[config.mk]
export PLATFORM = sky130hd
export DESIGN_NAME = resampler
export DESIGN_NICKNAME = d
export VERILOG_FILES = /design/src/fir_coef_pkg.sv /design/src/rs_types_pkg.sv /design/src/decim_round.sv /design/src/fir_filter.sv /design/src/resampler.sv /design/src/zero_stuffer.sv
export SDC_FILE = /design/constraint.sdc
export NUM_CORES = 2
export LEC_CHECK = 0
export CORE_UTILIZATION = 34
export CTS_CLUSTER_DIAMETER = 40
export DETAILED_ROUTE_END_ITERATION = 10
export DONT_BUFFER_PORTS = 1
export SLEW_MARGIN = 20
export SYNTH_ARGS = -nofsm -noshare
export SYNTH_HDL_FRONTEND = slang
export SYNTH_SLANG_ARGS = --single-unit
[constraint.sdc]
create_clock -name clk_i -period 13.2 [get_ports clk_i]
set_input_delay 2.64 -clock clk_i [delete_from_list [all_inputs] [get_ports clk_i]]
set_output_delay 2.64 -clock clk_i [all_outputs]
set_load 0.05 [all_outputs]
[src/fir_coef_pkg.sv]
// coefficients are fixed; their sum is slightly above 2^18, so a held -32768 input overflows the 34-bit sum
package fir_coef_pkg;

    localparam int COEF_WIDTH = 18;
    localparam int TAP_NUM    = 8;

    typedef logic signed [COEF_WIDTH-1:0] coef_t;

    // ~~~~~~~~~~~~~~~~~~~~~~~~~~~~~~~~~~~~~~~~~~~~~~~~~~
    // symmetric low-pass set, tap 0 multiplies the newest sample
    // DC gain is sum / 2^18, just over unity so a held +32767 saturates
    // ~~~~~~~~~~~~~~~~~~~~~~~~~~~~~~~~~~~~~~~~~~~~~~~~~~
    localparam coef_t COEF_TABLE [TAP_NUM] = '{
        coef_t'(6000),
        coef_t'(18000),
        coef_t'(42000),
        coef_t'(65075),
        coef_t'(65075),
        coef_t'(42000),
        coef_t'(18000),
        coef_t'(6000)
    };

endpackage

[src/rs_types_pkg.sv]
// compile after fir_coef_pkg; all widths are fixed here, ratios outside 1..RATIO_MAX are illegal
package rs_types_pkg;
    import fir_coef_pkg::*;

    localparam int CH_NUM      = 2;
    localparam int DATA_WIDTH  = 16;
    localparam int RATIO_WIDTH = 4;
    localparam int RATIO_MAX   = 8;

    // full-precision filter result and the bits that rounding drops
    localparam int ACC_WIDTH   = DATA_WIDTH + COEF_WIDTH;
    localparam int ROUND_SHIFT = ACC_WIDTH - DATA_WIDTH;

    // ~~~~~~~~~~~~~~~~~~~~~~~~~~~~~~~~~~~~~~~~~~~~~~~~~~
    // vector types, channel 0 sits in the low bits of a frame
    // ~~~~~~~~~~~~~~~~~~~~~~~~~~~~~~~~~~~~~~~~~~~~~~~~~~
    typedef logic signed [DATA_WIDTH-1:0]     sample_t;
    typedef logic        [CH_NUM*DATA_WIDTH-1:0] frame_t;
    typedef logic signed [ACC_WIDTH-1:0]      acc_t;
    typedef logic        [CH_NUM*ACC_WIDTH-1:0]  acc_frame_t;
    typedef logic        [RATIO_WIDTH-1:0]    ratio_t;

endpackage

[src/decim_round.sv]
// decim_i must stay in 1..RATIO_MAX and constant while data flows; the phase restarts only on reset
`timescale 1ns/1ps

module decim_round
    import rs_types_pkg::*;
(
    input  logic       clk_i,
    input  logic       rstn_i,
    input  logic       en_i,
    input  logic       fir_valid_i,
    input  acc_frame_t fir_data_i,
    input  ratio_t     decim_i,
    input  logic       round_odd_i,
    output logic       out_valid_o,
    output frame_t     out_data_o
);

    ratio_t phase_q;
    ratio_t decim_last;
    logic   keep;
    logic   out_valid_q;
    frame_t out_data_q;

    // round to nearest, ties to even or odd, then clamp to the sample range
    function automatic sample_t round_sat(input acc_t acc, input logic odd);
        logic signed [DATA_WIDTH:0] whole;
        logic [ROUND_SHIFT-1:0]     frac;
        logic                       tie;
        logic                       up;
        whole = {acc[ACC_WIDTH-1], acc[ACC_WIDTH-1:ROUND_SHIFT]};
        frac  = acc[ROUND_SHIFT-1:0];
        tie   = frac[ROUND_SHIFT-1] && (frac[ROUND_SHIFT-2:0] == '0);
        up    = frac[ROUND_SHIFT-1] && (!tie || (whole[0] ^ odd));
        whole = whole + (DATA_WIDTH+1)'(up);
        if (whole[DATA_WIDTH] != whole[DATA_WIDTH-1]) begin
            round_sat = whole[DATA_WIDTH] ? {1'b1, {(DATA_WIDTH-1){1'b0}}}
                                          : {1'b0, {(DATA_WIDTH-1){1'b1}}};
        end else begin
            round_sat = whole[DATA_WIDTH-1:0];
        end
    endfunction

    assign decim_last = decim_i - 1'b1;
    assign keep       = fir_valid_i && (phase_q == '0);

    always_ff @(posedge clk_i) begin
        if (!rstn_i) begin
            phase_q     <= '0;
            out_valid_q <= 1'b0;
        end else if (en_i) begin
            out_valid_q <= keep;
            if (fir_valid_i) begin
                phase_q <= (phase_q >= decim_last) ? '0 : phase_q + 1'b1;
            end
        end
    end

    always_ff @(posedge clk_i) begin
        if (en_i && keep) begin
            for (int c = 0; c < CH_NUM; c++) begin
                out_data_q[c*DATA_WIDTH +: DATA_WIDTH] <=
                    round_sat(fir_data_i[c*ACC_WIDTH +: ACC_WIDTH], round_odd_i);
            end
        end
    end

    assign out_valid_o = out_valid_q && en_i;   // one pulse per kept item
    assign out_data_o  = out_data_q;

    // ~~~~~~~~~~~~~~~~~~~~~~~~~~~~~~~~~~~~~~~~~~~~~~~~~~
    // checks
    // ~~~~~~~~~~~~~~~~~~~~~~~~~~~~~~~~~~~~~~~~~~~~~~~~~~
    a_decim_nonzero: assert property (@(posedge clk_i) disable iff (!rstn_i)
        fir_valid_i |-> (decim_i != '0))
        else $error("decim_i is zero while filter data arrives");

endmodule

[src/fir_filter.sv]
// fixed 2-cycle latency, one output per input strobe; the 34-bit sum wraps if the taps overflow it
`timescale 1ns/1ps

module fir_filter
    import rs_types_pkg::*;
    import fir_coef_pkg::*;
(
    input  logic       clk_i,
    input  logic       rstn_i,
    input  logic       en_i,
    input  logic       stuff_valid_i,
    input  frame_t     stuff_data_i,
    output logic       fir_valid_o,
    output acc_frame_t fir_data_o
);

    // newest sample comes straight from the input, the rest from the delay line,
    // so TAP_NUM-1 stored samples make a TAP_NUM-deep window
    sample_t    dly_q  [CH_NUM][TAP_NUM-1];
    sample_t    win    [CH_NUM][TAP_NUM];
    acc_t       prod_q [CH_NUM][TAP_NUM];
    acc_t       acc_sum [CH_NUM];
    logic       prod_valid_q;
    logic       sum_valid_q;
    acc_frame_t fir_data_q;

    always_comb begin
        for (int c = 0; c < CH_NUM; c++) begin
            win[c][0] = sample_t'(stuff_data_i[c*DATA_WIDTH +: DATA_WIDTH]);
            for (int k = 1; k < TAP_NUM; k++) begin
                win[c][k] = dly_q[c][k-1];
            end
        end
    end

    // ~~~~~~~~~~~~~~~~~~~~~~~~~~~~~~~~~~~~~~~~~~~~~~~~~~
    // delay line and stage 1 products
    // ~~~~~~~~~~~~~~~~~~~~~~~~~~~~~~~~~~~~~~~~~~~~~~~~~~
    always_ff @(posedge clk_i) begin
        if (!rstn_i) begin
            for (int c = 0; c < CH_NUM; c++) begin
                for (int k = 0; k < TAP_NUM-1; k++) begin
                    dly_q[c][k] <= '0;
                end
            end
        end else if (en_i && stuff_valid_i) begin
            for (int c = 0; c < CH_NUM; c++) begin
                for (int k = 0; k < TAP_NUM-1; k++) begin
                    dly_q[c][k] <= win[c][k];   // shift by one sample
                end
            end
        end
    end

    always_ff @(posedge clk_i) begin
        if (en_i && stuff_valid_i) begin
            for (int c = 0; c < CH_NUM; c++) begin
                for (int k = 0; k < TAP_NUM; k++) begin
                    prod_q[c][k] <= win[c][k] * COEF_TABLE[k];
                end
            end
        end
    end

    // ~~~~~~~~~~~~~~~~~~~~~~~~~~~~~~~~~~~~~~~~~~~~~~~~~~
    // stage 2 sum
    // ~~~~~~~~~~~~~~~~~~~~~~~~~~~~~~~~~~~~~~~~~~~~~~~~~~
    always_comb begin
        for (int c = 0; c < CH_NUM; c++) begin
            acc_sum[c] = '0;
            for (int k = 0; k < TAP_NUM; k++) begin
                acc_sum[c] = acc_sum[c] + prod_q[c][k];
            end
        end
    end

    always_ff @(posedge clk_i) begin
        if (en_i && prod_valid_q) begin
            for (int c = 0; c < CH_NUM; c++) begin
                fir_data_q[c*ACC_WIDTH +: ACC_WIDTH] <= acc_sum[c];
            end
        end
    end

    always_ff @(posedge clk_i) begin
        if (!rstn_i) begin
            prod_valid_q <= 1'b0;
            sum_valid_q  <= 1'b0;
        end else if (en_i) begin
            prod_valid_q <= stuff_valid_i;
            sum_valid_q  <= prod_valid_q;
        end
    end

    assign fir_valid_o = sum_valid_q && en_i;
    assign fir_data_o  = fir_data_q;

    // ~~~~~~~~~~~~~~~~~~~~~~~~~~~~~~~~~~~~~~~~~~~~~~~~~~
    // checks
    // ~~~~~~~~~~~~~~~~~~~~~~~~~~~~~~~~~~~~~~~~~~~~~~~~~~
    logic [2:0] inflight_q;  // strobes taken in but not yet out

    always_ff @(posedge clk_i) begin
        if (!rstn_i) begin
            inflight_q <= '0;
        end else if (en_i) begin
            inflight_q <= inflight_q + 3'(stuff_valid_i) - 3'(fir_valid_o);
        end
    end

    a_latency: assert property (@(posedge clk_i) disable iff (!rstn_i)
        fir_valid_o |-> (inflight_q != '0))
        else $error("fir_valid_o without an input strobe still in flight");

    a_depth: assert property (@(posedge clk_i) disable iff (!rstn_i)
        inflight_q <= 3'd2)
        else $error("more than two input strobes in flight");

endmodule

[src/resampler.sv]
// ratios and round mode are sampled live and must not change while data flows; no output back-pressure
`timescale 1ns/1ps

module resampler
    import rs_types_pkg::*;
(
    input  logic   clk_i,
    input  logic   rstn_i,
    input  logic   en_i,
    input  logic   in_valid_i,
    input  frame_t in_data_i,
    input  ratio_t interp_i,
    input  ratio_t decim_i,
    input  logic   round_odd_i,
    output logic   in_ready_o,
    output logic   out_valid_o,
    output frame_t out_data_o
);

    logic       stuff_valid;
    frame_t     stuff_data;
    logic       fir_valid;
    acc_frame_t fir_data;

    // ~~~~~~~~~~~~~~~~~~~~~~~~~~~~~~~~~~~~~~~~~~~~~~~~~~
    // upsample, filter, decimate
    // ~~~~~~~~~~~~~~~~~~~~~~~~~~~~~~~~~~~~~~~~~~~~~~~~~~
    zero_stuffer i_zero_stuffer (
        .clk_i        (clk_i),
        .rstn_i       (rstn_i),
        .en_i         (en_i),
        .in_valid_i   (in_valid_i),
        .in_data_i    (in_data_i),
        .interp_i     (interp_i),
        .in_ready_o   (in_ready_o),
        .stuff_valid_o(stuff_valid),
        .stuff_data_o (stuff_data)
    );

    fir_filter i_fir_filter (
        .clk_i        (clk_i),
        .rstn_i       (rstn_i),
        .en_i         (en_i),
        .stuff_valid_i(stuff_valid),
        .stuff_data_i (stuff_data),
        .fir_valid_o  (fir_valid),
        .fir_data_o   (fir_data)
    );

    decim_round i_decim_round (
        .clk_i      (clk_i),
        .rstn_i     (rstn_i),
        .en_i       (en_i),
        .fir_valid_i(fir_valid),
        .fir_data_i (fir_data),
        .decim_i    (decim_i),
        .round_odd_i(round_odd_i),
        .out_valid_o(out_valid_o),
        .out_data_o (out_data_o)
    );

endmodule

[src/zero_stuffer.sv]
// interp_i must stay in 1..RATIO_MAX and constant while frames flow; in_data_i held while waiting
`timescale 1ns/1ps

module zero_stuffer
    import rs_types_pkg::*;
(
    input  logic   clk_i,
    input  logic   rstn_i,
    input  logic   en_i,
    input  logic   in_valid_i,
    input  frame_t in_data_i,
    input  ratio_t interp_i,
    output logic   in_ready_o,
    output logic   stuff_valid_o,
    output frame_t stuff_data_o
);

    typedef enum logic {
        ST_IDLE  = 1'b0,
        ST_STUFF = 1'b1
    } state_e;

    state_e state_q;
    ratio_t zero_cnt_q;     // zeros already sent for the current frame
    ratio_t zero_cnt_nxt;
    ratio_t interp_last;
    logic   stuff_valid_q;
    frame_t stuff_data_q;
    logic   accept;

    assign in_ready_o   = rstn_i && en_i && (state_q == ST_IDLE);
    assign accept       = in_valid_i && in_ready_o;
    assign zero_cnt_nxt = zero_cnt_q + 1'b1;
    assign interp_last  = interp_i - 1'b1;

    always_ff @(posedge clk_i) begin
        if (!rstn_i) begin
            state_q       <= ST_IDLE;
            zero_cnt_q    <= '0;
            stuff_valid_q <= 1'b0;
        end else if (en_i) begin
            unique case (state_q)
                ST_IDLE: begin
                    stuff_valid_q <= accept;
                    zero_cnt_q    <= '0;
                    if (accept && (interp_i > ratio_t'(1))) begin
                        state_q <= ST_STUFF;
                    end
                end
                ST_STUFF: begin
                    stuff_valid_q <= 1'b1;  // one zero frame per enabled cycle
                    zero_cnt_q    <= zero_cnt_nxt;
                    if (zero_cnt_nxt >= interp_last) begin
                        state_q <= ST_IDLE;
                    end
                end
            endcase
        end
    end

    always_ff @(posedge clk_i) begin
        if (en_i) begin
            if (accept) begin
                stuff_data_q <= in_data_i;
            end else if (state_q == ST_STUFF) begin
                stuff_data_q <= '0;
            end
        end
    end

    // a held strobe shows only on enabled cycles
    assign stuff_valid_o = stuff_valid_q && en_i;
    assign stuff_data_o  = stuff_data_q;

    // ~~~~~~~~~~~~~~~~~~~~~~~~~~~~~~~~~~~~~~~~~~~~~~~~~~
    // checks
    // ~~~~~~~~~~~~~~~~~~~~~~~~~~~~~~~~~~~~~~~~~~~~~~~~~~
    a_interp_range: assert property (@(posedge clk_i) disable iff (!rstn_i)
        in_valid_i |-> (interp_i >= ratio_t'(1)) && (interp_i <= ratio_t'(RATIO_MAX)))
        else $error("interp_i out of range: %0d", interp_i);

    a_ready_idle: assert property (@(posedge clk_i) disable iff (!rstn_i)
        accept && (interp_i > ratio_t'(1)) |=> !in_ready_o)
        else $error("in_ready_o high right after a frame that needs zero frames");

endmodule
==> flow_summary.yaml <==
sta:
  worst_hold_slack_ns: 0.482
  drv_slew: 0
  final-setup-viol-count: 0
  report.final.hold_viol_count: 0
  max-slew-margin-rel_pct: 28.1
  finClkSkew_ns: 0.0736
  layout_worst_path_cycle_share_pct: 49.5
  timing_worst_slew_pin_value_ns: 1.08
  max_clock_freq_ghz: 0.153
  fin_ws_ns: 6.67
  tns_ns: 0
  final.min_clock_period_ns: 6.53
  rsz0062_at_grt: "false"
finish:
  final_nets: 11500
  post_route_cells_drive_above_1_share_pct: 4.91
  area.growth.synth_to_final_pct: 11.5
  final_core_utilization_pct: 38.3
worst_setup_path:
  worstSetupPathType: "register to register"
  critPathCaptureType: "register"
  cp_data_required_time_ns: 13.84
  crit-reg2reg-launch: "i_fir_filter.dly_q[0][68]"
  timing.critical_path.from_type: "register"
  r2r_end: "i_fir_filter.prod_q[0][157]"
  r2r_setup_slack_ns: 6.67
  arrival_time_at_the_worst_endpoint_ns: 7.17
  critPathMaxFanout: 6
  worst_r2r_path_depth: 19
yosys:
  synth_top_cell_area_share_pct: 26.2
  postSynth.asyncResetShare_pct: 0
  yosysWarnings: 0
  synth.area.top_cells: "fa_1 26%, edfxtp_1 26%, ha_1 20%"
  dominant_register_cell_in_the_synthesized_netlist: "edfxtp_1"
  ys_types: 84
  synth_seq_area_share_pct: 26.1
  postSynthCellCount: 8494
  post_synth_instance_area_um2: 95200
  syn-num-nets: 11300
  synth_area_per_cell_um2: 11.2
  postSynthRegisterBits: 833
  synth-edff-count: 820
  yosys.area.top_type: "fa_1"
min_path:
  hold_depth: 2
  timing.hold.worst_endpoint: "i_fir_filter.prod_valid_q"
  timing.hold.worst.start: "i_fir_filter.prod_valid_q"
  worstHoldPathType: "register to register"
detailed_routing:
  drcViolationCount: 0
  post_drt_via_cell_ratio: 4.73
  drt_first_pass_iters: 6
  wl_per_cell_um: 18.9
  route.vias.total: 59100
  wirelength_mm: 236
  drt-initial-drc-count: 3310
  ant_nets: 0
clocking:
  clkSinkCount: 833
  cts_tree: "yes"
  h_tree_lvl_count: 4
  post_cts.repair.setup_buffers: 0
  clk_transition_reported_paths_ns: 0.05
  cts_repair_resize_count: 0
  clock-root-buffer: "clkbuf_16"
  hold_buffers: 0
  latest_clock_arrival_within_the_worst_skew_pair_ns: 0.88
  cts_buffer_depth: 4
  cts_made_buffers: 182
floorplan:
  design.die.area_um2: 282000
  placementRows: 193
  die_height_um: 531
  initial_utilization_pct: 34.3
  io-pin-count: 79
  x_dimension_of_the_die_um: 531
  fp.coreArea_um2: 277000
global_routing:
  grt_start_max_net_pins: 113
  total_overflow_reported_by_the_global_router: 0
  grt_pass1_vias: 64700
  first_pass_grt_wire_length_mm: 371
  grt_antenna_before_repair: 5
  grt.total_usage_pct: 17.1
job:
  max_cap_violations: 0
run_status:
  run_status: "complete, no violations"
placed_design:
  place.port_buffers: 0
  dp_hpwl_mm: 196
  place_congestion: 0.927
  post-place-ws_ns: 6.70
## sequential cells by signal (all words and copies together), names as in the netlist
register and cells:
i_decim_round.out_data_o 32, i_decim_round.out_valid_q 1, i_decim_round.phase_q 4, i_fir_filter.dly_q 224, i_fir_filter.fir_data_o 68, i_fir_filter.prod_q 464, i_fir_filter.prod_valid_q 1, i_fir_filter.sum_valid_q 1
i_zero_stuffer.state_q 1, i_zero_stuffer.stuff_data_o 32, i_zero_stuffer.stuff_valid_q 1, i_zero_stuffer.zero_cnt_q 4
## cells in the mapped netlist (all sizes together) (57+ instances only)
cell type / count
a21o: 190
a21oi: 368
and2: 239
and3: 70
clkbuf: 57
edfxtp: 820
fa: 1245
ha: 1543
inv: 1984
nand2: 198
nand3: 92
nor2: 237
nor2b: 58
nor3: 68
o21a: 57
o21ai: 156
o21bai: 61
xnor2: 397
xor2: 150
## cells in the final DEF (no fill, tap or decap), drive strengths merged, types with 13 or more instances in the layout
cell	synthesis	layout
edfxtp	820	820
nor2b	58	58
a211o	14	14
o21ai	156	156
a21o	190	190
clkbuf	57	189
nand2b	53	53
nand4	37	37
or2	26	26
nand3	92	92
a31o	14	14
xnor2	397	397
nor2	237	237
bufinv	0	17
a21boi	15	15
mux2	33	33
ha	1543	1543
o21a	57	57
inv	1984	2042
a31oi	43	43
o211ai	15	15
clkinv	0	50
dfxtp	13	13
fa	1245	1245
a211oi	25	25
o31ai	13	13
nor3	68	68
and3	70	70
o21bai	61	61
xor2	150	150
clkinvlp	0	20
a21oi	368	368
buf	5	18
or3	13	13
mux2i	29	29
nand2	198	198
and2	239	239
## how the worst max path moves through the flow
stage / end / startpoint / cells past startpoint / slack, ns
3_5_place_dp: i_fir_filter.prod_q[0][157] / i_fir_filter.dly_q[0][68] / 19 / 6.70
2_1_floorplan: i_fir_filter.prod_q[0][0] / en_i / 4 / 0.22
5_1_grt: i_fir_filter.prod_q[0][120] / i_fir_filter.dly_q[0][49] / 20 / 6.35
4_1_cts: i_fir_filter.prod_q[0][157] / i_fir_filter.dly_q[0][68] / 19 / 6.63
3_3_place_gp: i_fir_filter.prod_q[0][154] / i_fir_filter.dly_q[0][65] / 19 / 6.69
6_report: i_fir_filter.prod_q[0][157] / i_fir_filter.dly_q[0][68] / 19 / 6.67
## area by class of cell
class	count	area, um^2
clock buffer	189	4580
antenna	6	15.0
fill	26700	171000
sequential	833	24900
clock inverter	145	1720
timing repair buffer	18	148
inverter	1984	7450
multi-input combinational	5615	62700
tap	3705	4640
## kinds of logic (layout without fill, tap and decap cells)
group	count (synthesis)	in the layout	synth area share (%)
adder cells (fa/ha/maj)	2788	2788	46.5
buffers and inverters	2046	2336	8.07
AND/OR/NAND/NOR	1125	1125	6.10
AO/OA/AOI/OAI	1093	1093	7.51
flip-flops	833	833	26.1
XOR/XNOR	547	547	5.03
multiplexers	62	62	0.695
other	0	6	0
## critical path, stage by stage (launching register included)
cell      delay [ns]
edfxtp_1        0.51
fa_1            0.77
inv_1           0.11
fa_1            0.43
fa_1            0.55
inv_1           0.05
fa_1            0.49
fa_1            0.49
inv_1           0.05
fa_1            0.47
inv_1           0.04
ha_1            0.34
nand4_1         0.12
nor3_1          0.07
o211a_1         0.13
o311ai_0        0.73
a21oi_1         0.22
o22ai_1         0.31
o21ai_0         0.18
a211oi_1        0.25
## metal layers
layer	routed length [um]	vias to the layer above	track usage, %
li1	-	28200	-
met4	10300	2	7.10
met2	111000	1094	28.7
met5	13	-	0
met3	8860	339	2.01
met1	105000	29500	22.4
## stage by stage
step,area (um^2),cells
after detailed placement,99800,12200
after global placement,99800,12200
after floorplan,95200,8494
after CTS,106000,12500
after global routing,106000,12500
final,106000,12500
Power is left out: the tool's default activity adds up to more than one toggle a clock period on the data nets, which glitch-free logic cannot reach.
